<file path="src/mfPkg.sv">
// Widths and tap counts are fixed at compile time; all data is two's complement and signed.
package mfPkg;

	// Width of one real input sample.
	localparam int sampleWidth = 12;
	// Width of each part of a template coefficient.
	localparam int coeffWidth = 12;
	// Width of each part of a Hilbert output sample.
	localparam int htWidth = 16;
	// One tap product is a 16x12 multiply plus one bit for the add of two such terms.
	localparam int prodWidth = htWidth + coeffWidth + 1;
	// Width of each part of the sum over all taps.
	localparam int accWidth = 32;

	// The FIR length and the counter that loads its coefficients.
	localparam int numTaps = 8;
	localparam int tapCountWidth = $clog2(numTaps);

	// Hilbert filter length, its centre delay and the shift on the imaginary sum.
	localparam int htLength = 7;
	localparam int htDelay = 3;
	localparam int htShift = 8;
	// Index 0 multiplies the newest sample.
	localparam int htCoeffs [htLength] = '{-54, 0, -163, 0, 163, 0, 54};

	// The squared magnitude needs twice the sum width, and its root needs the sum width.
	localparam int radWidth = 2 * accWidth;
	localparam int rootWidth = accWidth;
	// One result bit per root step.
	localparam int rootSteps = rootWidth;
	// Counts the square step, the root steps and the hand-over to DONE.
	localparam int magStepWidth = 6;

	// A template coefficient.
	typedef struct packed {
		logic signed [coeffWidth-1:0] re;
		logic signed [coeffWidth-1:0] im;
	} complexCoeffT;

	// An analytic sample from the Hilbert filter.
	typedef struct packed {
		logic signed [htWidth-1:0] re;
		logic signed [htWidth-1:0] im;
	} complexSampleT;

	// The registered product of one tap.
	typedef struct packed {
		logic signed [prodWidth-1:0] re;
		logic signed [prodWidth-1:0] im;
	} complexProdT;

	// The sum of all tap products.
	typedef struct packed {
		logic signed [accWidth-1:0] re;
		logic signed [accWidth-1:0] im;
	} complexAccT;

	typedef enum logic {LOADING, RUNNING} feederStateT;

	typedef enum logic [1:0] {IDLE, ROOT, DONE} magStateT;

endpackage

</file>
<file path="src/complexTap.sv">
// Coefficients are only valid after the full template has been shifted in.
`timescale 1ns/1ps

module complexTap (
	input logic clock,
	input logic arstN,
	input logic coeffShift,
	input logic advance,
	input mfPkg::complexCoeffT coeffIn,
	output mfPkg::complexCoeffT coeffOut,
	input mfPkg::complexSampleT sampleIn,
	output mfPkg::complexSampleT sampleOut,
	output mfPkg::complexProdT product
);

	logic signed [mfPkg::prodWidth-1:0] prodRe;
	logic signed [mfPkg::prodWidth-1:0] prodIm;

	// Full complex product of this tap's coefficient and the incoming sample.
	assign prodRe = sampleIn.re * coeffOut.re - sampleIn.im * coeffOut.im;
	assign prodIm = sampleIn.re * coeffOut.im + sampleIn.im * coeffOut.re;

	// The coefficient moves one tap along the chain per load transfer.
	always_ff @(posedge clock) begin
		if (coeffShift) begin
			coeffOut <= coeffIn;
		end
	end

	// The held sample starts at zero and feeds the next tap one advance later.
	always_ff @(posedge clock or negedge arstN) begin
		if (!arstN) begin
			sampleOut <= '0;
		end else if (advance) begin
			sampleOut <= sampleIn;
		end
	end

	always_ff @(posedge clock) begin
		if (advance) begin
			product.re <= prodRe;
			product.im <= prodIm;
		end
	end

endmodule

</file>
<file path="config.mk">
export PLATFORM = sky130hd
export DESIGN_NAME = complexTap
export DESIGN_NICKNAME = d
export VERILOG_FILES = /design/src/mfPkg.sv /design/src/complexTap.sv
export SDC_FILE = /design/constraint.sdc
export NUM_CORES = 2
export LEC_CHECK = 0
export BUFFER_PORTS_ARGS = -buffer_cell sky130_fd_sc_hd__buf_2
export CAP_MARGIN = 0
export CORE_MARGIN = 3
export CORE_UTILIZATION = 25
export CTS_CLUSTER_SIZE = 10
export DETAILED_ROUTE_END_ITERATION = 6
export PLACE_DENSITY_LB_ADDON = 0.1
export RECOVER_POWER = 100
export SLEW_MARGIN = 0
export SYNTH_ARGS = -nofsm -noshare
export SYNTH_HDL_FRONTEND = slang
export SYNTH_SLANG_ARGS = --single-unit
</file>
<file path="constraint.sdc">
create_clock -name clock -period 9.4 [get_ports clock]
set_clock_uncertainty 0.15 [all_clocks]
set_input_delay 0.94 -clock clock [delete_from_list [all_inputs] [get_ports clock]]
set_output_delay 0.94 -clock clock [all_outputs]
set_load 0.005 [all_outputs]
</file>
* Word-level counts from Yosys, hierarchy flattened
Cells that the tools add are included.
W data, S select, Z words.
** Word-level totals
- Input port bits :: 60
- Flip-flop bits (word level) :: 114
- Bits in read-only memories :: 0
- Bits in latches :: 0
- Bits in writable memories :: 0
- Output and inout bits :: 114
- Memories :: 0
- Logic and storage cells :: 12
** Cells by class
- Multiplexer cells :: 0
- Eq/ne operators :: 0
- Bitwise logic cells :: 0
- Order comparisons :: 0
- Reduce and logical (&&, ||, !) cells :: 0
- $add $sub $neg :: 2
- Multipliers :: 4
- Divide/modulo/power cells :: 0
- Shift-type cells :: 0
** Operator list (number)
- $mul A16 B12 Y28 :: 4
- $add A28 B28 Y29 :: 1
- $sub A28 B28 Y29 :: 1

* Logic depth before layout (Yosys ltp)
- Depth after elaboration :: 2
- Gate-level depth with buffers :: 24
- Mapped depth without buffers :: 23

* Least setup slack after synthesis
OpenSTA, ideal clock, no wires.
- Kind :: input to register
- From :: input port sampleIn[25] in the netlist's numbering
- To :: register product[57] in the netlist's numbering (data pin)
- Stages :: 21
- Required time :: 9070 ps
- Data arrival time :: 6797 ps
- Path slack :: 2273 ps
- Path buffers :: 1
- Setup time :: 180 ps
- Path through :: clkbuf_1 nand2_1 fa_1 inv_1 fa_1 inv_1 fa_1 fa_1 inv_1 fa_1 fa_1 inv_1 fa_1 inv_1 ha_1 a2111oi_0 nor2_1 a221oi_2 o221ai_2 o21a_1 o311ai_1
** Between the ends
- Cells in the longest elaborated chain, start to end :: 2
** RTL lines
- start: declaration :: line complexTap.sv:11 : input mfPkg::complexSampleT sampleIn,
- $mul A16 B12 Y28 :: line complexTap.sv:20 : assign prodRe = sampleIn.re * coeffOut.re - sampleIn.im * coeffOut.im;
- $sub A28 B28 Y29 :: line complexTap.sv:20
- named net prodRe (one bit) :: line complexTap.sv:16 : logic signed [mfPkg::prodWidth-1:0] prodRe;
- end: declaration :: line complexTap.sv:13 : output mfPkg::complexProdT product
The timed path passes the listed nets, and every way through them passes these cells.
A chain may end at the register's enable or synchronous reset.

* Worst setup path after layout
- From :: register coeffOut[13] in the netlist's numbering
- To :: register product[57] in the netlist's numbering (data pin)
** Between the ends
- Cells in the longest elaborated chain, start to end :: 2
** RTL lines
- start: declaration :: line complexTap.sv:10 : output mfPkg::complexCoeffT coeffOut,
- start signal: assignment :: line complexTap.sv:26 : coeffOut <= coeffIn;
- $mul A16 B12 Y28 :: line complexTap.sv:20
- $sub A28 B28 Y29 :: line complexTap.sv:20
- named net prodRe (one bit) :: line complexTap.sv:16
The timed path passes the listed nets, and every way through them passes these cells.

==> summary.txt <==
Global routing
  – Gr ovfl total: 0
  – First-pass GRT wire length: 151000 µm
  – Vias in the first global route: 24400
  – Largest net degree at the start of global routing: 54
  – Total GRT Usage: 0.150
  – Initial antenna violation count: 4

STA
  – Minimum clock period: 8.61 ns
  – Hold Slack: 0.357 ns
  – RSZ-0062 raised after global routing: false
  – Max-slew violations: 151
  – Final setup vio count: 0
  – Period utilisation layout: 0.916
  – Setup TNS: 0 ns
  – Slew headroom: -1.27
  – Worst-margin pin slew: 3.40 ns
  – Final setup margin: 0.789 ns
  – Fmax: 116 MHz
  – Final hold vios: 0

Place
  – Placed instance count: 5083
  – Port buffer count: 173
  – Worst Setup Slack post-DPL: 0.825 ns
  – RD Place Congestion: 0.754
  – DP HPWL: 76800 µm

Clock tree
  – Clk root buf: clkbuf_16
  – Number of buffers created by CTS: 17
  – Post-cts sizing count: 0
  – Num Clock Sinks: 114
  – CTS tree: built
  – Cts hold-fix bufs: 0
  – Clock slew at reported path FFs: 0.07 ns
  – Clock Path Buffers: 2
  – Worst-Skew Late Latency: 0.53 ns
  – H-tree depth: 4
  – Post-CTS Setup Repair Bufs: 0

Layout
  – Fillers: 13900
  – Final Non-Filler Cells: 5118
  – Register area: 3260 µm²
  – Layout net count: 4470
  – Share of layout cells above drive strength 1: 0.0611
  – Area delta synth->final: 10.4%
  – Multi-input gate area: 25300 µm²

Outcome
  – Status: finished, violations left
  – Failing checks: capacitance limit, slew limit

Synthesis
  – EDFF count, synth: 82
  – FFs w/ async S/R, synth: 0.281
  – Mapped Nets: 4366
  – Mean post-synth cell area: 9.94 µm²
  – Gate Count Post-Synth: 3269
  – Synth cell types: 55
  – Yosys warnings: 0
  – Synthesis-stage register bit count: 114
  – Main synth FF type: edfxtp_1
  – Netlist Area Pre-Place: 32500 µm²
  – Seq/Total Area, Yosys: 0.100

Die
  – DIE AREA: 134000 µm²
  – Starting Density: 0.253
  – Die height: 367 µm
  – Ports: 174
  – Core Footprint: 128000 µm²
  – Die Width: 367 µm
  – Site row count: 131

Worst setup path
  – Reg2reg setup slack: 0.79 ns
  – Setup CP Type: reg2reg
  – CP Max Fanout: 17
  – Arrival time of the worst setup path: 8.79 ns
  – Setup crit end kind: flop
  – Critical Path RT: 9.58 ns
  – Critical path launch point type: flop

Route
  – TritonRoute pass-1 iters: 5
  – Detail Route Antenna Nets: 0
  – Routed wire length: 95500 µm
  – Routed vias/inst: 4.15
  – Routed len/inst: 18.7 µm
  – DR DRC count: 0
  – Iteration-0 DRC Markers: 788
  – DR vias: 21200

Run
  – Max cap viols: 4

Min path
  – Worst hold path type: reg2reg
[critical path: stages (launching register included)]
cell	delay (ns)
edfxtp_1	0.90
clkbuf_1	0.51
and2_1	0.24
fa_1	0.42
fa_1	0.55
inv_1	0.06
fa_1	0.49
fa_1	0.51
inv_1	0.05
fa_1	0.52
fa_1	0.50
inv_1	0.05
fa_1	0.47
inv_1	0.04
ha_1	0.36
a2111oi_0	1.10
nor2_1	0.12
a221oi_2	0.55
o221ai_1	0.28
o21a_1	0.24
o311ai_1	0.27
[logic make-up (layout without fill, tap and decap cells)]
| family | count (synthesis) | in the layout | synth area share |
|---|---|---|---|
| adders and majority gates | 1037 | 1037 | 0.590 |
| buffers and inverters | 1032 | 1149 | 0.119 |
| and+or+nand+nor | 832 | 832 | 0.128 |
| AOI/OAI and AO/OA | 143 | 143 | 0.0292 |
| DFF | 114 | 114 | 0.100 |
| xor gates and xnor gates | 78 | 78 | 0.0214 |
| muxes | 33 | 33 | 0.0114 |
| other | 0 | 3 | 0 |
[synth_stat cells (all sizes together) (7+ instances only)]
cell type,count,share of area
nand2,369,0.043
xnor2,62,0.017
nand2b,28,0.0054
inv,892,0.10
a21o,20,0.0047
xor2,15,0.0040
mux2,32,0.011
edfxtp,82,0.076
clkbuf,137,0.016
o21ai,26,0.0040
o21a,11,0.0025
a21oi,39,0.0060
ha,210,0.081
a211oi,7,0.0018
nor3,8,0.0015
dfrtp,32,0.025
and2,352,0.068
nor2,56,0.0065
o21bai,7,0.0016
fa,827,0.51
[worst paths after layout]
path / startpoint / endpoint / cells after the start
setup / recovery: coeffOut[13]$_DFFE_PP_ / product[57]$_DFFE_PP_ / 20
hold / removal: sampleOut[16]$_DFFE_PN0P_ / sampleOut[16]$_DFFE_PN0P_ / 1
setup reg to reg: coeffOut[13]$_DFFE_PP_ / product[57]$_DFFE_PP_ / 20
hold reg to reg: sampleOut[16]$_DFFE_PN0P_ / sampleOut[16]$_DFFE_PN0P_ / 1
max in group asynchronous: arstN / sampleOut[28]$_DFFE_PN0P_ / 1
min in group asynchronous: arstN / sampleOut[7]$_DFFE_PN0P_ / 1
[through the flow]
| stage | area, µm² | utilization |
|---|---|---|
| 5_1_grt | 35900 | 0.279 |
| 2_1_floorplan | 32500 | - |
| 3_3_place_gp | 35400 | 0.276 |
| 4_1_cts | 36000 | 0.281 |
| 3_5_place_dp | 35400 | 0.276 |
| 6_report | 35900 | 0.279 |
[per-layer routing]
metal	global-route usage	vias up	share of wire
met2	0.254	300	0.49
met1	0.207	11300	0.47
met3	0.0210	30	0.029
met5	0	-	0.00014
li1	-	9589	-
met4	0.0277	2	0.010
[state kept, by name, summed over array words and instances, names as in the netlist]
register,count
sampleOut,32
product,58
coeffOut,24
[cell usage in the layout (no fill, tap or decap), drive strengths merged, types with 6 or more instances in the layout]
master and instances:
a211oi 7, a21o 20, a21oi 39, a31oi 6
and2 352, buf 137, clkbuf 108, dfrtp 32
edfxtp 82, fa 827, ha 210, inv 895
mux2 32, nand2 369, nand2b 28, nor2 56
nor3 8, o211ai 6, o21a 11, o21ai 26
o21bai 7, xnor2 62, xor2 15
[area by class of cell]
type,count,share of cell area
Inverter,892,0.0934
Timing Repair Buffer,225,0.0313
Antenna cell,3,0.000209
Clock inverter,12,0.00401
Sequential cell,114,0.0910
Clock buffer,20,0.0134
Multi-Input combinational cell,2123,0.706
Tap cell,1729,0.0603
Power is left out: the tool's default activity adds up to more than one toggle a clock period on the data nets, which glitch-free logic cannot reach.
