File: src/mfPkg.sv
// Widths and tap counts are fixed at compile time; all data is two's complement and signed.
package mfPkg;

	// Width of one real input sample.
	localparam int sampleWidth = 12;
	// Width of each part of a template coefficient.
	localparam int coeffWidth = 12;
	// Width of each part of a Hilbert output sample.
	localparam int htWidth = 16;
	// One tap product is a 16x12 multiply plus one bit for the add of two such terms.
	localparam int prodWidth = htWidth + coeffWidth + 1;
	// Width of each part of the sum over all taps.
	localparam int accWidth = 32;

	// The FIR length and the counter that loads its coefficients.
	localparam int numTaps = 8;
	localparam int tapCountWidth = $clog2(numTaps);

	// Hilbert filter length, its centre delay and the shift on the imaginary sum.
	localparam int htLength = 7;
	localparam int htDelay = 3;
	localparam int htShift = 8;
	// Index 0 multiplies the newest sample.
	localparam int htCoeffs [htLength] = '{-54, 0, -163, 0, 163, 0, 54};

	// The squared magnitude needs twice the sum width, and its root needs the sum width.
	localparam int radWidth = 2 * accWidth;
	localparam int rootWidth = accWidth;
	// One result bit per root step.
	localparam int rootSteps = rootWidth;
	// Counts the square step, the root steps and the hand-over to DONE.
	localparam int magStepWidth = 6;

	// A template coefficient.
	typedef struct packed {
		logic signed [coeffWidth-1:0] re;
		logic signed [coeffWidth-1:0] im;
	} complexCoeffT;

	// An analytic sample from the Hilbert filter.
	typedef struct packed {
		logic signed [htWidth-1:0] re;
		logic signed [htWidth-1:0] im;
	} complexSampleT;

	// The registered product of one tap.
	typedef struct packed {
		logic signed [prodWidth-1:0] re;
		logic signed [prodWidth-1:0] im;
	} complexProdT;

	// The sum of all tap products.
	typedef struct packed {
		logic signed [accWidth-1:0] re;
		logic signed [accWidth-1:0] im;
	} complexAccT;

	typedef enum logic {LOADING, RUNNING} feederStateT;

	typedef enum logic [1:0] {IDLE, ROOT, DONE} magStateT;

endpackage

File: src/tapSummer.sv
// The products stage and the sum stage move together and hold under back-pressure.
`timescale 1ns/1ps

module tapSummer (
	input logic clock,
	input logic arstN,
	input logic advance,
	input mfPkg::complexProdT products [mfPkg::numTaps],
	output logic sumValid,
	input logic sumReady,
	output mfPkg::complexAccT sum,
	output logic sumSpace
);

	// Set one cycle after an advance, when the tap products hold a new item.
	logic productsValid;
	logic signed [mfPkg::accWidth-1:0] totalRe;
	logic signed [mfPkg::accWidth-1:0] totalIm;

	// The sum register is empty or leaving, so both stages can move.
	assign sumSpace = !sumValid || sumReady;

	// Add the sign-extended products of all taps.
	always_comb begin
		totalRe = '0;
		totalIm = '0;
		for (int i = 0; i < mfPkg::numTaps; i++) begin
			totalRe = totalRe + products[i].re;
			totalIm = totalIm + products[i].im;
		end
	end

	// When the sum cannot leave, both flags hold.
	// The feeder also stops advancing then, so the products hold as well.
	always_ff @(posedge clock or negedge arstN) begin
		if (!arstN) begin
			productsValid <= 1'b0;
			sumValid <= 1'b0;
		end else if (sumSpace) begin
			productsValid <= advance;
			sumValid <= productsValid;
		end
	end

	always_ff @(posedge clock) begin
		if (sumSpace && productsValid) begin
			sum.re <= totalRe;
			sum.im <= totalIm;
		end
	end

endmodule

File: config.mk
export PLATFORM = sky130hd
export DESIGN_NAME = tapSummer
export DESIGN_NICKNAME = d
export VERILOG_FILES = /design/src/mfPkg.sv /design/src/tapSummer.sv
export SDC_FILE = /design/constraint.sdc
export NUM_CORES = 1
export LEC_CHECK = 0
export ABC_CLOCK_PERIOD_IN_PS = 2800
export BUFFER_PORTS_ARGS = -buffer_cell sky130_fd_sc_hd__buf_2
export CAP_MARGIN = 20
export CORE_AREA = 2 2 205 207
export CTS_BUF_LIST = sky130_fd_sc_hd__clkbuf_4 sky130_fd_sc_hd__clkbuf_8 sky130_fd_sc_hd__clkbuf_16
export CTS_CLUSTER_DIAMETER = 100
export DETAILED_ROUTE_END_ITERATION = 6
export DIE_AREA = 0 0 207 209
export MAX_ROUTING_LAYER = met4
export PLACE_DENSITY = 0.6
export SYNTH_ARGS = -nofsm -noshare
export SYNTH_HDL_FRONTEND = slang
export SYNTH_SLANG_ARGS = --single-unit
File: constraint.sdc
create_clock -name clock -period 2.8 [get_ports clock]
set_input_delay 0.56 -clock clock [delete_from_list [all_inputs] [get_ports clock]]
set_output_delay 0.56 -clock clock [all_outputs]
set_load 0.05 [all_outputs]
Yosys cells after proc, flatten, opt, wreduce, memory -nomap -nowiden
Cells that the tools add are included.
{"block": "word_totals", "out_inout_bits": 66, "regBits": 66}
{"block": "classes", "add_sub_neg": 14, "n_reduce_logical": 3}
{"op": "adder 32 x 29 -> 32 bit", "count": 8}
{"op": "adder 31 x 29 -> 32 bit", "count": 2}
{"op": "adder 30 x 29 -> 31 bit", "count": 2}
{"op": "adder 29 x 29 -> 30 bit", "count": 2}
{"op": "logical AND 1 bit", "count": 1}
{"op": "logical NOT 1 bit", "count": 1}
{"op": "logical OR 1 bit", "count": 1}

Longest topological paths before layout
Gate-level depths: netlist (run 1).
{"block": "logic_depth", "word_depth": 7, "ltp_mapped": 18, "depth_no_buf": 18}

Least setup slack after synthesis (run 1)
No wires, ideal clock.
{"block": "synth_path", "path_kind": "input to register", "startpoint": "input products[188] (netlist name)", "endpoint": "register sum[29] (netlist name) (data pin)", "path_buffers": 1, "t_required_ns": 2.538, "t_arrival_ns": 4.461, "stages": 17, "slack_ns": -1.923, "setup_ns": 0.262, "cell_sequence": "inv_1 -> fa_1 -> inv_1 -> fa_1 -> fa_1 -> inv_1 -> fa_1 -> inv_1 -> ha_1 -> buf_2 -> a21oi_1 -> nor3_1 -> or2_0 -> o41a_1 -> a221oi_1 -> o21bai_1 -> xor2_1"}
{"block": "synth_between", "elab_chain_len": 4}
{"element": "from (decl)", "line_no": "tapSummer.sv:8", "rtl": "input mfPkg::complexProdT products [mfPkg::numTaps],"}
{"element": "adder 32 x 29 -> 32 bit (4 in a row)", "line_no": "tapSummer.sv:29", "rtl": "totalIm = totalIm + products[i].im;"}
{"element": "net totalIm, one bit", "line_no": "tapSummer.sv:18", "rtl": "logic signed [mfPkg::accWidth-1:0] totalIm;"}
{"element": "to (decl)", "line_no": "tapSummer.sv:11", "rtl": "output mfPkg::complexAccT sum,"}
The timed path passes the listed nets, and every way through them passes these cells.
A chain may end at the register's enable or synchronous reset.

Worst setup path after layout (run 1)
{"block": "layout_path", "startpoint": "input products[176] (netlist name)", "endpoint": "register sum[28] (netlist name) (data pin)"}
Same word-level chain as after synthesis.

==> flow_summary.json, run 1 <==
{
  "n_antenna_cell": 0,
  "hp-class": "primary input to flop",
  "syn_nets": 2513,
  "synth_flop_cell": "edfxtp_1",
  "max_slew_margin_pct": 62.4,
  "endpoint_kind": "flop",
  "synth_compound_area_share_pct": 7.33,
  "worstSetupPathType": "primary input to flop",
  "drc": 0,
  "finClkSkew_ns": 0.00717,
  "avgViaCountPerCell": 4.34,
  "final_nets": 3229,
  "dr.first_iter.drc_count": 452,
  "synthTopCellsByCount": "741 x inv_1, 354 x fa_1, 64 x edfxtp_1, 64 x ha_1, 54 x a21oi_1",
  "synth_cells": 1627,
  "ys_ff_latch": 66,
  "cp_data_required_time_ns": 2.89,
  "timing.final.crit_share_pct": 161,
  "wl_per_cell_um": 13.8,
  "synthMuxAreaShare_pct": 0.0744,
  "clock.fmax_mhz": 221,
  "yosys.area_share.simple_pct": 4.60,
  "path_clk_slew_ns": 0.06,
  "syn_avg_cell_area_sq_um": 9.30,
  "cts_tree": "done",
  "finalHoldViolations": 0,
  "synth_top_cell_area_share_pct": 46.8,
  "insertion_delay_ns": 0.35,
  "grt_pass1_wl_um": 66900,
  "htreeDepth": 3,
  "clk_path_buf_depth": 2,
  "yosysMostFrequentCell": "inv_1",
  "cp_max_fo": 2,
  "grt.total_usage_pct": 19.7,
  "die_x_um": 207,
  "io_buffers": 533,
  "start_util_pct": 36.6,
  "yosys.area.top_type": "fa_1",
  "grt_overflow_total": 0,
  "worst_slack_ns": -1.72,
  "finalSetupViolations": 60,
  "grt_setup_unrepaired": "yes",
  "area_growth_syn_to_layout_pct": 40.8,
  "synthAdderAreaFrac_pct": 52.1,
  "synth.top_cells.by_area": "fa_1 47%, inv_1 18%, edfxtp_1 13%, ha_1 5.3%, xnor2_1 2.1%",
  "critPathLaunchType": "primary input",
  "fin_setup_tns_ns": -79.49,
  "clock-root-buffer": "clkbuf_16",
  "clock_sinks": 66,
  "synth_top_family_by_area": "adder cells",
  "netlist_area_sq_um": 15100,
  "synth_edf_count": 64,
  "dp_hpwl_um": 36000,
  "drive_gt1_share_pct": 38.8,
  "fillCellCount": 3907,
  "synthXorXnorAreaFrac_pct": 3.42,
  "arrival_ns": 4.61,
  "die_h_um": 209,
  "wirelength_um": 39800,
  "grt_antenna_before_repair": 0,
  "placementRows": 75,
  "numCtsBuffers": 9,
  "boundaryPins": 534,
  "grt_max_degree": 34,
  "detail-route-antenna-nets": 0,
  "fin_crit_ns": 4.52,
  "drv_cap": 0,
  "vias": 12520,
  "dr.pass1.iters": 5,
  "drv_slew": 0,
  "place.gp.congestion": 0.901,
  "max_slew.worst_pin.slew_ns": 0.550,
  "violations": "negative setup slack",
  "coreArea_sq_um": 41300,
  "ys_types": 61,
  "async_flop_share_pct": 3.03,
  "die_area_sq_um": 43300,
  "grt_pass1_vias": 13806,
  "outcome": "complete, but fails checks",
  "synth_seq_area_share_pct": 13.0,
  "ys_warn_count": 0
}
flip-flops by register name (all words and copies together), names as in the netlist:
name / cells
sumValid: 1
sum: 64
productsValid: 1
final cells by class:
type                            count  area, sq um  area share (%)
Timing Repair Buffer              734         4360            20.5
Tap cell                          539          674            3.17
Multi-Input combinational cell    791        11200            52.6
Clock buffer                       11          240            1.13
Inverter                          741         2830            13.3
Clock inverter                      5         21.3          0.0998
Sequential cell                    66         1970            9.26
logic make-up (layout without fill, tap and decap cells):
kind of cell,count (synthesis),count (layout)
AOI/OAI and AO/OA,171,171
xor gates and xnor gates,59,59
adders and majority gates,418,418
buffers and inverters,770,1491
DFF,66,66
muxes,1,1
and+or+nand+nor,142,142
layout by cell type, fill, tap and decap left out, types with 7 or more instances in the layout:
master	synthesis	layout
a21o_1	12	12
a21oi_1	54	36
a21oi_2	1	10
a21oi_4	0	9
buf_2	3	521
buf_4	7	177
buf_6	2	31
clkbuf_16	0	9
edfxtp_1	64	64
fa_1	354	344
fa_2	0	10
ha_1	64	41
ha_4	0	23
inv_1	741	705
inv_2	0	27
nand2_1	47	40
nand2b_1	9	7
nand3_1	10	8
nand4_1	17	17
nor2_1	27	21
o21a_1	8	8
o21ai_0	21	17
o21ai_1	15	9
o21bai_1	9	8
xnor2_1	36	31
xor2_1	23	18
timing repair:
action                     CTS  global route
setup buffers               13            13
hold buffers                 1             0
resized for setup          111            78
cloned                       0             0
pin swaps                   45            41
setup endpoints to repair   60            60
hold endpoints to repair     2             0
worst paths after layout:
kind	slack [ns]	cells after the start	endpoint	start
min	0.44	2	productsValid	advance
min in group asynchronous	0.52	2	productsValid	arstN
max reg2reg	1.23	3	sum[53]	sumValid
min reg2reg	0.50	1	sumValid	productsValid
max	-1.72	19	sum[28]	products[176]
max in group asynchronous	2.19	2	sumValid	arstN
stage by stage:
stage | std cells | hold WS, ns | area [sq um] | worst slack (ns) | util (%)
3_3_place_gp | 2848 | 0.344 | 20000 | -2.16 | 48.4
3_5_place_dp | 2848 | 0.348 | 20000 | -2.16 | 48.4
4_1_cts | 2877 | 0.426 | 20900 | -1.73 | 50.6
2_1_floorplan | 1627 | 0.264 | 15500 | -1.73 | -
5_1_grt | 2887 | 0.447 | 21300 | -1.90 | 51.6
6_report | 2887 | 0.442 | 21300 | -1.72 | 51.6
critical path, stage by stage:
cell	delay (ns)
buf_6	0.07
inv_4	0.03
fa_1	0.55
inv_2	0.04
fa_1	0.51
fa_1	0.52
inv_1	0.06
fa_1	0.44
inv_2	0.08
ha_4	0.13
inv_2	0.04
fa_2	0.36
nor2b_4	0.13
o2111ai_2	0.15
a211oi_2	0.28
o31a_1	0.28
o31ai_2	0.10
o221ai_1	0.19
xor2_1	0.09
layer usage:
metal | GRT usage (%) | up-vias | share of wire (%)
li1 | - | 6002 | -
met1 | 25.1 | 6121 | 43
met2 | 33.8 | 355 | 51
met3 | 2.04 | 42 | 4.2
met4 | 5.07 | 0 | 2.3
met5 | - | - | 0
Power of run 1 is not shown: default switching activity piles up to over one toggle a cycle in this logic, so the estimate is an artifact.
==> run 2, diff against run 1 <==
--- a/config.mk
+++ b/config.mk
@@ -18,3 +18,4 @@
 export SYNTH_ARGS = -nofsm -noshare
 export SYNTH_HDL_FRONTEND = slang
 export SYNTH_SLANG_ARGS = --single-unit
+export TNS_END_PERCENT = 20
==> run 2 against run 1 <==
Net effect:
- the flow still finishes with violations (negative setup slack)
- register-to-register slack gained 0.06 ns
- sequential cell count unchanged
- worst hold slack improved by 0.0081 ns
- wire length rose by 0.77%
- setup slack got worse by 0.039 ns
- first-iteration DRC count down 11%
- fmax is 0.85% lower
- utilization is 1.1 points lower
- highest routed layer unchanged
==> flow_summary.json, run 2 (synthesis gave the netlist of run 1 again) <==
{
  "outcome": "complete, but fails checks",
  "violations": "negative setup slack",
  "numCtsBuffers": 9,
  "die_h_um": 209,
  "boundaryPins": 534,
  "critPathLaunchType": "primary input",
  "wl_per_cell_um": 14.0,
  "instances_no_fill": 2871,
  "postLayoutCoreUtil_pct": 50.5,
  "endpoint_kind": "flop",
  "finalHoldViolations": 0,
  "worstSetupPathType": "primary input to flop",
  "final_cell_mix": "715 x inv_1, 525 x buf_2, 344 x fa_1",
  "finalSetupViolations": 60,
  "worst_slack_ns": -1.76,
  "top_register": "sum",
  "die_x_um": 207,
  "clock.fmax_mhz": 219,
  "htreeDepth": 3,
  "max_slew.worst_pin.slew_ns": 0.551,
  "path_clk_slew_ns": 0.06,
  "wirelength_um": 40100,
  "top_regs": "sum x64, productsValid x1, sumValid x1",
  "final_common_cell": "inv_1",
  "dr.pass1.iters": 6,
  "drc": 0,
  "io_buffers": 533,
  "clock_sinks": 66,
  "n_antenna_cell": 0,
  "placed_area_sq_um": 19800,
  "slowest_stage": "fa_2",
  "clk_path_buf_depth": 2,
  "finClkSkew_ns": 0.00553,
  "vias": 12410,
  "grt_setup_unrepaired": "yes",
  "start_util_pct": 36.6,
  "detail-route-antenna-nets": 0,
  "fin_crit_ns": 4.56,
  "final_nets": 3213,
  "grt_pass1_wl_um": 67900,
  "placementRows": 75,
  "drv_cap": 0,
  "drive_gt1_share_pct": 37.0,
  "cp_data_required_time_ns": 2.91,
  "dp_hpwl_um": 37000,
  "path_cells": "buf_6 -> inv_4 -> fa_2 -> inv_2 -> fa_2 -> fa_1 -> inv_1 -> fa_1 -> inv_2 -> ha_4 -> inv_2 -> fa_2 -> nor2b_4 -> o2111ai_2 -> a211oi_2 -> o31a_1 -> o31ai_4 -> buf_4 -> xnor2_2",
  "timing.final.crit_share_pct": 163,
  "clock-root-buffer": "clkbuf_16",
  "area_growth_syn_to_layout_pct": 37.8,
  "grt_max_degree": 34,
  "grt_overflow_total": 0,
  "cp_max_fo": 2,
  "place_inst": 2843,
  "final_area_sq_um": 20800,
  "grt_antenna_before_repair": 0,
  "avgViaCountPerCell": 4.32,
  "max_stage_delay_ns": 0.60,
  "insertion_delay_ns": 0.35,
  "arrival_ns": 4.66,
  "cts_tree": "done",
  "coreArea_sq_um": 41300,
  "die_area_sq_um": 43300,
  "dr.first_iter.drc_count": 404,
  "max_slew_margin_pct": 62.3,
  "drv_slew": 0,
  "grt_pass1_vias": 14102,
  "largest_reg_flops": 64,
  "hp-class": "primary input to flop",
  "place.gp.congestion": 0.894,
  "grt.total_usage_pct": 20.0
}
==> run 2: through the flow <==
stage          hold WS, ns  worst slack, ns  setup TNS [ns]
3_3_place_gp         0.346            -2.21         -107.09
5_1_grt              0.450            -1.95          -87.56
2_1_floorplan        0.264            -1.75          -99.09
3_5_place_dp         0.348            -2.34         -109.15
6_report             0.450            -1.76          -79.22
4_1_cts              0.437            -1.77          -78.83
==> run 2: what timing repair did <==
action | 4_1_cts | 5_1_grt
resized for setup | 76 | 61
setup endpoints to repair | 60 | 60
pin swaps | 33 | 25
buffers inserted | 5 | 6
hold buffers | 1 | 0
hold endpoints to repair | 2 | 0
==> run 2: worst paths after layout <==
kind / end / cells after the start / slack [ns] / from
max reg2reg: sum[61] / 3 / 1.29 / sumValid
max: sum[24] / 19 / -1.76 / products[292]
max in group asynchronous: productsValid / 2 / 2.18 / arstN
min: productsValid / 2 / 0.45 / advance
min reg2reg: sumValid / 1 / 0.49 / productsValid
min in group asynchronous: sumValid / 2 / 0.52 / arstN
==> run 2: critical path, delay by kind of cell <==
family | cells | cell delay (ns)
AOI/OAI and AO/OA | 4 | 0.83
xor gates and xnor gates | 1 | 0.12
adders and majority gates | 6 | 2.50
buffers and inverters | 7 | 0.50
and+or+nand+nor | 1 | 0.14
==> run 2: per-layer routing <==
metal | up-vias | part of all wire [%] | track usage, % | routed length (um)
met3 | 45 | 3.9 | 2.18 | 1560
met5 | - | 0 | - | 0
met4 | 0 | 2.0 | 5.00 | 816
li1 | 5972 | - | - | -
met2 | 334 | 51 | 34.9 | 20600
met1 | 6059 | 43 | 24.9 | 17100
==> run 2: layout make-up <==
cell class	instances	area, sq um
Multi-Input combinational cell	791	10900
Tap cell	539	674
Timing Repair Buffer	718	4140
Sequential cell	66	1970
Clock buffer	9	225
Clock inverter	7	93.8
Inverter	741	2830
Fill cell	4000	20400
Power of run 2 is left out for the same reason.
