### config.mk
export PLATFORM = sky130hd
export DESIGN_NAME = tapFeeder
export DESIGN_NICKNAME = d
export VERILOG_FILES = /design/src/mfPkg.sv /design/src/tapFeeder.sv
export SDC_FILE = /design/constraint.sdc
export NUM_CORES = 1
export LEC_CHECK = 0
export BUFFER_PORTS_ARGS = -buffer_cell sky130_fd_sc_hd__buf_2
export CAP_MARGIN = 25
export CORE_MARGIN = 2
export CORE_UTILIZATION = 27
export CTS_CLUSTER_SIZE = 40
export DETAILED_ROUTE_END_ITERATION = 8
export GPL_TIMING_DRIVEN = 0
export HOLD_SLACK_MARGIN = 0.08
export PLACE_DENSITY = 0.85
export SYNTH_ARGS = -nofsm -noshare
export SYNTH_HDL_FRONTEND = slang
export SYNTH_SLANG_ARGS = --single-unit
### constraint.sdc
create_clock -name clock -period 2.12 [get_ports clock]
set_input_delay 0 -clock clock [delete_from_list [all_inputs] [get_ports clock]]
set_output_delay 0 -clock clock [all_outputs]
set_load 0.01 [all_outputs]
### src/mfPkg.sv
// Widths and tap counts are fixed at compile time; all data is two's complement and signed.
package mfPkg;

	// Width of one real input sample.
	localparam int sampleWidth = 12;
	// Width of each part of a template coefficient.
	localparam int coeffWidth = 12;
	// Width of each part of a Hilbert output sample.
	localparam int htWidth = 16;
	// One tap product is a 16x12 multiply plus one bit for the add of two such terms.
	localparam int prodWidth = htWidth + coeffWidth + 1;
	// Width of each part of the sum over all taps.
	localparam int accWidth = 32;

	// The FIR length and the counter that loads its coefficients.
	localparam int numTaps = 8;
	localparam int tapCountWidth = $clog2(numTaps);

	// Hilbert filter length, its centre delay and the shift on the imaginary sum.
	localparam int htLength = 7;
	localparam int htDelay = 3;
	localparam int htShift = 8;
	// Index 0 multiplies the newest sample.
	localparam int htCoeffs [htLength] = '{-54, 0, -163, 0, 163, 0, 54};

	// The squared magnitude needs twice the sum width, and its root needs the sum width.
	localparam int radWidth = 2 * accWidth;
	localparam int rootWidth = accWidth;
	// One result bit per root step.
	localparam int rootSteps = rootWidth;
	// Counts the square step, the root steps and the hand-over to DONE.
	localparam int magStepWidth = 6;

	// A template coefficient.
	typedef struct packed {
		logic signed [coeffWidth-1:0] re;
		logic signed [coeffWidth-1:0] im;
	} complexCoeffT;

	// An analytic sample from the Hilbert filter.
	typedef struct packed {
		logic signed [htWidth-1:0] re;
		logic signed [htWidth-1:0] im;
	} complexSampleT;

	// The registered product of one tap.
	typedef struct packed {
		logic signed [prodWidth-1:0] re;
		logic signed [prodWidth-1:0] im;
	} complexProdT;

	// The sum of all tap products.
	typedef struct packed {
		logic signed [accWidth-1:0] re;
		logic signed [accWidth-1:0] im;
	} complexAccT;

	typedef enum logic {LOADING, RUNNING} feederStateT;

	typedef enum logic [1:0] {IDLE, ROOT, DONE} magStateT;

endpackage

### src/tapFeeder.sv
// Loads exactly numTaps coefficients once per reset; a new template needs a new reset.
`timescale 1ns/1ps

module tapFeeder (
	input logic clock,
	input logic arstN,
	input logic coeffValid,
	output logic coeffReady,
	input mfPkg::complexCoeffT coeff,
	input logic htValid,
	output logic htReady,
	input mfPkg::complexSampleT htSample,
	input logic sumSpace,
	output logic coeffShift,
	output logic advance,
	output mfPkg::complexCoeffT feedCoeff,
	output mfPkg::complexSampleT feedSample
);

	mfPkg::feederStateT state;
	// Number of coefficients accepted so far.
	logic [mfPkg::tapCountWidth-1:0] loadCount;
	logic running;

	assign running = state == mfPkg::RUNNING;

	// Coefficients are taken only while loading.
	// Every transfer shifts the whole coefficient chain by one tap.
	assign coeffReady = state == mfPkg::LOADING;
	assign coeffShift = coeffValid && coeffReady;
	assign feedCoeff = coeff;

	// A sample moves into the taps only when the summer has room.
	// This keeps the product and sum registers from being overwritten.
	assign htReady = running && htValid && sumSpace;
	assign advance = htReady;
	assign feedSample = htSample;

	// The first coefficient ends in the last tap after numTaps shifts.
	always_ff @(posedge clock or negedge arstN) begin
		if (!arstN) begin
			state <= mfPkg::LOADING;
			loadCount <= '0;
		end else begin
			case (state)
				mfPkg::LOADING: begin
					if (coeffShift) begin
						loadCount <= loadCount + 1'b1;
						// Stay in RUNNING until the next reset.
						if (loadCount == mfPkg::tapCountWidth'(mfPkg::numTaps - 1)) begin
							state <= mfPkg::RUNNING;
						end
					end
				end
				mfPkg::RUNNING: begin
					state <= mfPkg::RUNNING;
				end
				default: begin
					state <= mfPkg::LOADING;
					loadCount <= '0;
				end
			endcase
		end
	end

endmodule

# Yosys cells after proc, flatten, opt, wreduce, memory -nomap -nowiden
# Cells that the tools add are included.
[totals]
inputBits = 61
out_inout_bits = 60
reg_bits = 4
word_cells = 12
[op_classes]
bitwise_logic = 1
muxes = 3
n_addsub = 1
eq_ne = 1
reduce_logical = 4
[op_table]
columns = ["cell", "n"]
rows = [
  ["adder 3 x 1 -> 3 bit (second input constant)", 1],
  ["== test 3 bit (second input constant)", 1],
  ["logical AND 1 bit", 3],
  ["2-to-1 mux 1 bit", 2],
  ["case mux 1 bit (2 select lines)", 1],
  ["AND reduction 2 bit", 1],
  ["NOT 1 bit", 1],
]

# Longest topological paths before layout
# Gate-level depths: netlist (run 1).
[depth]
word_depth = 4
ltp_mapped = 4
ltp_nobuf = 4

# Worst setup path before layout (run 1)
# No wires, ideal clock.
[synth_timing]
kind = "register to register"
startpoint = "register loadCount[0] (netlist name)"
endpoint = "register loadCount[2] (netlist name)"
path_stages_with_launch = 4
path_buffers = 0
t_arrival_ps = 1063
setup_ps = 125
path_slack_ps = 932
t_required_ps = 1995
cell_sequence = "dfrtp_1 ha_1 ha_1 mux2_4"
[synth_via]
elab_chain_cells = 1
[synth_rtl]
columns = ["item", "line_no", "text"]
rows = [
  ["from (decl)", "tapFeeder.sv:22", "logic [mfPkg::tapCountWidth-1:0] loadCount;"],
  ["from (signal assigned)", "tapFeeder.sv:48", "loadCount <= loadCount + 1'b1;"],
  ["adder 3 x 1 -> 3 bit", "tapFeeder.sv:48", ""],
]
# No other way between the ends.
# A chain may end at the register's enable or synchronous reset.

# Final worst setup path (run 1)
# Same ends and word-level chain as after synthesis.

==> results of run 1 <==
## flip-flops by register name, summed over array words and instances, names as in the netlist
| signal | flops |
|---|---|
| running | 1 |
| loadCount | 3 |
## cells in the mapped netlist
master and instances:
nand2_1 2, buf_4 57, and3_1 1, dfrtp_1 4, xor2_1 1, ha_1 2
mux2_4 2, nor2b_4 1, inv_1 1
## power breakdown
group | switching, mW | leakage, nW | total [mW] | internal, mW
clock | 0.0269 | 0.0138 | 0.0899 | 0.0630
combinational | 0.0629 | 0.600 | 0.172 | 0.110
sequential | 0.000690 | 0.0484 | 0.0785 | 0.0778
total | 0.0905 | 0.662 | 0.341 | 0.250
## cell type report
type,count,area share [%]
buffer,57,41.9
sequential,4,9.80
timing repair buffer,66,33.3
tap,28,3.43
clock buffer,3,2.21
inverter,1,0.368
multi-input combinational,9,8.95
## through the flow
step                power [mW]  cell area (um^2)  std cells
floorplan                0.193               623         71
global placement         0.248               978        163
detailed placement       0.251               978        163
CTS                      0.349              1020        168
global route             0.361              1020        168
finish                   0.341              1020        168
## path summary, 6_finish.rpt
kind                              start           end  cells after the start
setup / recovery           loadCount[0]  loadCount[2]                      3
hold / removal                    arstN  loadCount[2]                      2
setup reg to reg           loadCount[0]  loadCount[2]                      3
hold reg to reg            loadCount[0]  loadCount[0]                      1
max in group asynchronous         arstN  loadCount[0]                      2
min in group clock             coeff[5]  feedCoeff[5]                      2
## per-layer routing
| metal | up-vias | part of all wire, % | GRT usage (%) |
|---|---|---|---|
| li1 | 299 | - | - |
| met1 | 259 | 28 | 8.92 |
| met2 | 53 | 57 | 19.2 |
| met3 | 2 | 14 | 1.72 |
| met4 | 0 | 0.70 | 5.26 |
| met5 | - | 0 | 0 |
## logic make-up after synthesis
kind of cell               Yosys count  share of synthesized area, %
DFF                                  4                          16.1
buffers and inverters               58                          69.3
muxes                                2                          4.82
adders and majority gates            2                          4.02
and+or+nand+nor                      4                          4.42
xor gates and xnor gates             1                          1.41
## critical path: cells and delay by family, from the launching register on
family | cells | cell delay, ns
adder cells (fa/ha/maj) | 2 | 0.47
multiplexers | 1 | 0.26
flip-flops | 1 | 0.38
## timing repair
item                                    in CTS  in global routing
hold buffers                                 2                  0
buffers inserted                             0                  0
gates resized for setup                      0                  0
endpoints found under the setup margin       0                  0
endpoints found under the hold margin        5                  0
==> flow_summary.json, run 1 <==
{
  "outcome": "finished clean",
  "final_nets": 205,
  "die-area_um2": 2710,
  "synth-seq-cells": 4,
  "grt_max_degree": 5,
  "start_util_pct": 28.4,
  "numCtsBuffers": 3,
  "io_pins": 121,
  "cts_tree": "done",
  "r2r_setup_slack_ns": 0.90,
  "syn2layout_area_growth_pct": 63.9,
  "grt.total_usage_pct": 9.62,
  "fin_crit_sh_pct": 57.6,
  "drt-total-wl_mm": 1.58,
  "cap_violations": 0,
  "min_path_type": "input port to asynchronous set/reset pin",
  "clock_latency_ns": 0.23,
  "clkSinkCount": 4,
  "crit_path_frequent_cell": "ha_1",
  "hold_ws_ns": 0.110,
  "setup_viol": 0,
  "drt_iter0_markers": 9,
  "crit_type": "flip-flop to flip-flop",
  "fin_crit_ns": 1.22,
  "antenna_found_initial": 0,
  "via_count": 613,
  "regArea_um2": 100,
  "cp-start-kind": "flip-flop",
  "placementRows": 17,
  "slowest_delay_ns": 0.38,
  "setup_ws_ns": 0.900,
  "final_cell_mix": "buf_2 (64), buf_4 (57), dfrtp_1 (4)",
  "setup_tns_ns": 0,
  "multi_input_area_um2": 91.3,
  "drv_slew": 0,
  "mostFrequentLayoutCell": "buf_2",
  "synth_top_area_cell": "buf_4",
  "leakagePower_nw": 0.662,
  "clk_path_buf_depth": 2,
  "final_util_pct": 46.6,
  "p_per_area_nw_per_um2": 334,
  "pre_cts_slack_ns": 0.898,
  "worstPathMaxFanout": 2,
  "die-width_um": 52.0,
  "rsz0062_at_grt": "false",
  "core_area_um2": 2190,
  "drc_errors": 0,
  "gp_congestion": 0.621,
  "skew_ns": 0.000872,
  "synth.area.top_cells": "buf_4 (69%), dfrtp_1 (16%), mux2_4 (4.8%)",
  "synth_top_area_share_pct": 68.7,
  "hold_viol_final": 0,
  "slew_headroom_pct": 89.7,
  "tightest_slew_ns": 0.155,
  "htreeDepth": 1,
  "drtAntennaViolNets": 0,
  "gr-total-overflow": 0,
  "nFillCells": 232,
  "drive_above_1_share_pct": 90.7,
  "peakVddDrop_mv": 0.297,
  "syn-num-nets": 134,
  "via_per_inst": 3.65,
  "clockRootBuffer": "clkbuf_4",
  "path_clk_slew_ns": 0.04,
  "synth.cell_area_um2": 623,
  "worstPathCellList": "ha_1 -> ha_1 -> mux2_4",
  "grt_pass1_vias": 446,
  "yosysSeqAreaShare_pct": 16.1,
  "synth.distinct_cells": 9,
  "port_buffers": 64,
  "dr.pass1.iters": 4,
  "antenna_cells": 0,
  "dp.final_hpwl_mm": 1.41,
  "post_drt_wl_per_cell_um": 9.39,
  "endpoint_kind": "flip-flop",
  "grt_pass1_wl_mm": 1.95,
  "cp.required_ns": 2.23,
  "syn_avg_cell_area_um2": 8.78,
  "synth_cells": 71,
  "die_y_um": 52.0,
  "crit_arrival_ns": 1.33,
  "fmax_mhz": 820,
  "slowest_stage": "dfrtp_1",
  "synth_warnings": 0
}
(Power assumes the default switching activity.)
==> run 2: changes to the inputs <==
--- a/config.mk
+++ b/config.mk
@@ -5,15 +5,16 @@
 export SDC_FILE = /design/constraint.sdc
 export NUM_CORES = 1
 export LEC_CHECK = 0
+export ABC_AREA = 1
 export BUFFER_PORTS_ARGS = -buffer_cell sky130_fd_sc_hd__buf_2
 export CAP_MARGIN = 25
 export CORE_MARGIN = 2
-export CORE_UTILIZATION = 27
+export CORE_UTILIZATION = 25
 export CTS_CLUSTER_SIZE = 40
 export DETAILED_ROUTE_END_ITERATION = 8
 export GPL_TIMING_DRIVEN = 0
 export HOLD_SLACK_MARGIN = 0.08
-export PLACE_DENSITY = 0.85
+export PLACE_DENSITY = 0.8
 export SYNTH_ARGS = -nofsm -noshare
 export SYNTH_HDL_FRONTEND = slang
 export SYNTH_SLANG_ARGS = --single-unit
==> constraint.sdc (replaced) <==
create_clock -name clock -period 1.25 [get_ports clock]
set_input_delay 0 -clock clock [delete_from_list [all_inputs] [get_ports clock]]
set_output_delay 0 -clock clock [all_outputs]
set_load 0.01 [all_outputs]
==> run 2 against run 1 <==
Net effect: clock skew is essentially flat; die area rose by 7.4%; synthesized cell count rose by 13%; largest power group unchanged.
==> flow_summary.json, run 2 <==
{
  "fin_crit_ns": 1.09,
  "synth_most_common_cell": "buf_4",
  "synth_warnings": 0,
  "grt.total_usage_pct": 7.87,
  "dr.pass1.iters": 1,
  "crit_arrival_ns": 1.21,
  "largest_reg_flops": 3,
  "synth-seq-cells": 4,
  "regMostFlops": "loadCount",
  "nFillCells": 261,
  "cts_resized": 0,
  "synth.cell_area_um2": 623,
  "synthTopCellsByCount": "buf_4 (57), nand2_1 (9), dfrtp_1 (4), nand3_1 (3)",
  "clock_latency_ns": 0.23,
  "drc_errors": 0,
  "clk_path_buf_depth": 2,
  "fin_crit_sh_pct": 87.6,
  "final_nets": 214,
  "synth_top_area_cell": "buf_4",
  "drtAntennaViolNets": 0,
  "leakagePower_nw": 0.677,
  "placementRows": 18,
  "die-width_um": 53.9,
  "numCtsBuffers": 3,
  "synth_ff_type": "dfrtp_1",
  "finalInstanceArea_um2": 1020,
  "core_area_um2": 2410,
  "path_clk_slew_ns": 0.04,
  "via_count": 633,
  "setup_tns_ns": 0,
  "synth.distinct_cells": 9,
  "grt_pass1_wl_mm": 1.59,
  "drv_slew": 0,
  "via_per_inst": 3.54,
  "yosysSeqAreaShare_pct": 16.1,
  "gp_congestion": 0.606,
  "min_path_type": "input port to asynchronous set/reset pin",
  "clkSinkCount": 4,
  "fmax_mhz": 913,
  "syn-num-nets": 143,
  "worstPathMaxFanout": 3,
  "htreeDepth": 1,
  "peakVddDrop_mv": 0.255,
  "synth.area.top_cells": "buf_4 (69%), dfrtp_1 (16%), nand2_1 (5.4%)",
  "final_cell_mix": "buf_2 (64), buf_4 (57), nand2_1 (9)",
  "cp-start-kind": "flip-flop",
  "die-area_um2": 2910,
  "outcome": "finished clean",
  "rsz0062_at_grt": "false",
  "hold_viol_final": 0,
  "synthArstFlopShare_pct": 100,
  "placed_area_um2": 981,
  "synth_cells": 80,
  "post_drt_wl_per_cell_um": 7.47,
  "syn_avg_cell_area_um2": 7.79,
  "postCtsSetupBuffers": 0,
  "p_per_area_nw_per_um2": 561,
  "drive_above_1_share_pct": 84.6,
  "mostFrequentLayoutCell": "buf_2",
  "start_util_pct": 25.9,
  "ctsHoldBuffers": 2,
  "skew_ns": 0.000452,
  "grt_max_degree": 8,
  "synth_top_area_share_pct": 68.7,
  "clockRootBuffer": "clkbuf_4",
  "antenna_cells": 0,
  "drt-total-wl_mm": 1.34,
  "grt_pass1_vias": 450,
  "slew_headroom_pct": 92.6,
  "die_y_um": 53.9,
  "antenna_found_initial": 0,
  "endpoint_kind": "flip-flop",
  "setup_viol": 0,
  "cts_tree": "done",
  "io_pins": 121,
  "synth_edf_count": 0,
  "cap_violations": 0,
  "port_buffers": 64,
  "cp.required_ns": 1.37,
  "tightest_slew_ns": 0.111,
  "drt_iter0_markers": 0,
  "dp.final_hpwl_mm": 1.24,
  "gr-total-overflow": 0,
  "syn2layout_area_growth_pct": 64.3,
  "crit_type": "flip-flop to flip-flop"
}
==> run 2: worst max-delay path: stages (launching register included) <==
cell     delay [ns]
dfrtp_1        0.38
ha_1           0.21
ha_1           0.27
nand3_1        0.08
nand2_1        0.05
==> run 2: final timing paths <==
kind                              startpoint             end  slack [ns]  depth (start not counted)
worst max register to register  loadCount[0]    loadCount[2]        0.16                          4
worst max-delay path            loadCount[0]    loadCount[2]        0.16                          4
worst min-delay path                   arstN         running        0.10                          2
min in group clock              htSample[12]  feedSample[12]        0.18                          2
max in group asynchronous              arstN    loadCount[0]        1.03                          2
worst min register to register  loadCount[1]    loadCount[1]        0.47                          2
==> run 2: layer usage <==
metal / vias up / share of wire [%] / GRT usage (%)
met1: 243 / 29 / 8.74
met5: - / 0 / 0
met2: 67 / 50 / 12.2
met3: 0 / 21 / 2.50
li1: 323 / - / -
met4: 0 / 0 / 6.41
==> run 2: where the power goes <==
group	total [mW]	switching, mW	internal, mW	leakage (nW)
registers	0.130	0	0.130	0.0507
clock network	0.155	0.0475	0.107	0.0138
logic	0.289	0.106	0.183	0.612
total	0.574	0.153	0.421	0.677
==> run 2: metrics by stage <==
stage / std cells / util, % / worst slack, ns / hold WS (ns) / power [mW]
2_1_floorplan: 80 / - / 0.195 / -0.296 / 0.322
3_3_place_gp: 174 / 40.7 / 0.161 / -0.195 / 0.415
3_5_place_dp: 174 / 40.7 / 0.148 / -0.189 / 0.419
4_1_cts: 179 / 42.5 / 0.138 / 0.0944 / 0.587
5_1_grt: 179 / 42.5 / 0.0925 / 0.120 / 0.615
6_report: 179 / 42.5 / 0.155 / 0.103 / 0.574
==> run 2: area by class of cell <==
cell class,count,area (um^2),area share [%]
Buffer,57,428,41.8
Timing Repair Buffer,66,340,33.3
Sequential cell,4,100,9.78
Multi-Input combinational cell,16,83.8,8.19
Tap cell,30,37.5,3.67
Clock buffer,3,22.5,2.20
Inverter,3,11.3,1.10
==> run 2: logic make-up (layout without fill, tap and decap cells) <==
logic type	Yosys count	after routing	share of synthesized area, %
flops	4	4	16.1
fa+ha+maj	2	2	4.02
buf+inv	60	129	70.5
simple gates	14	14	9.44
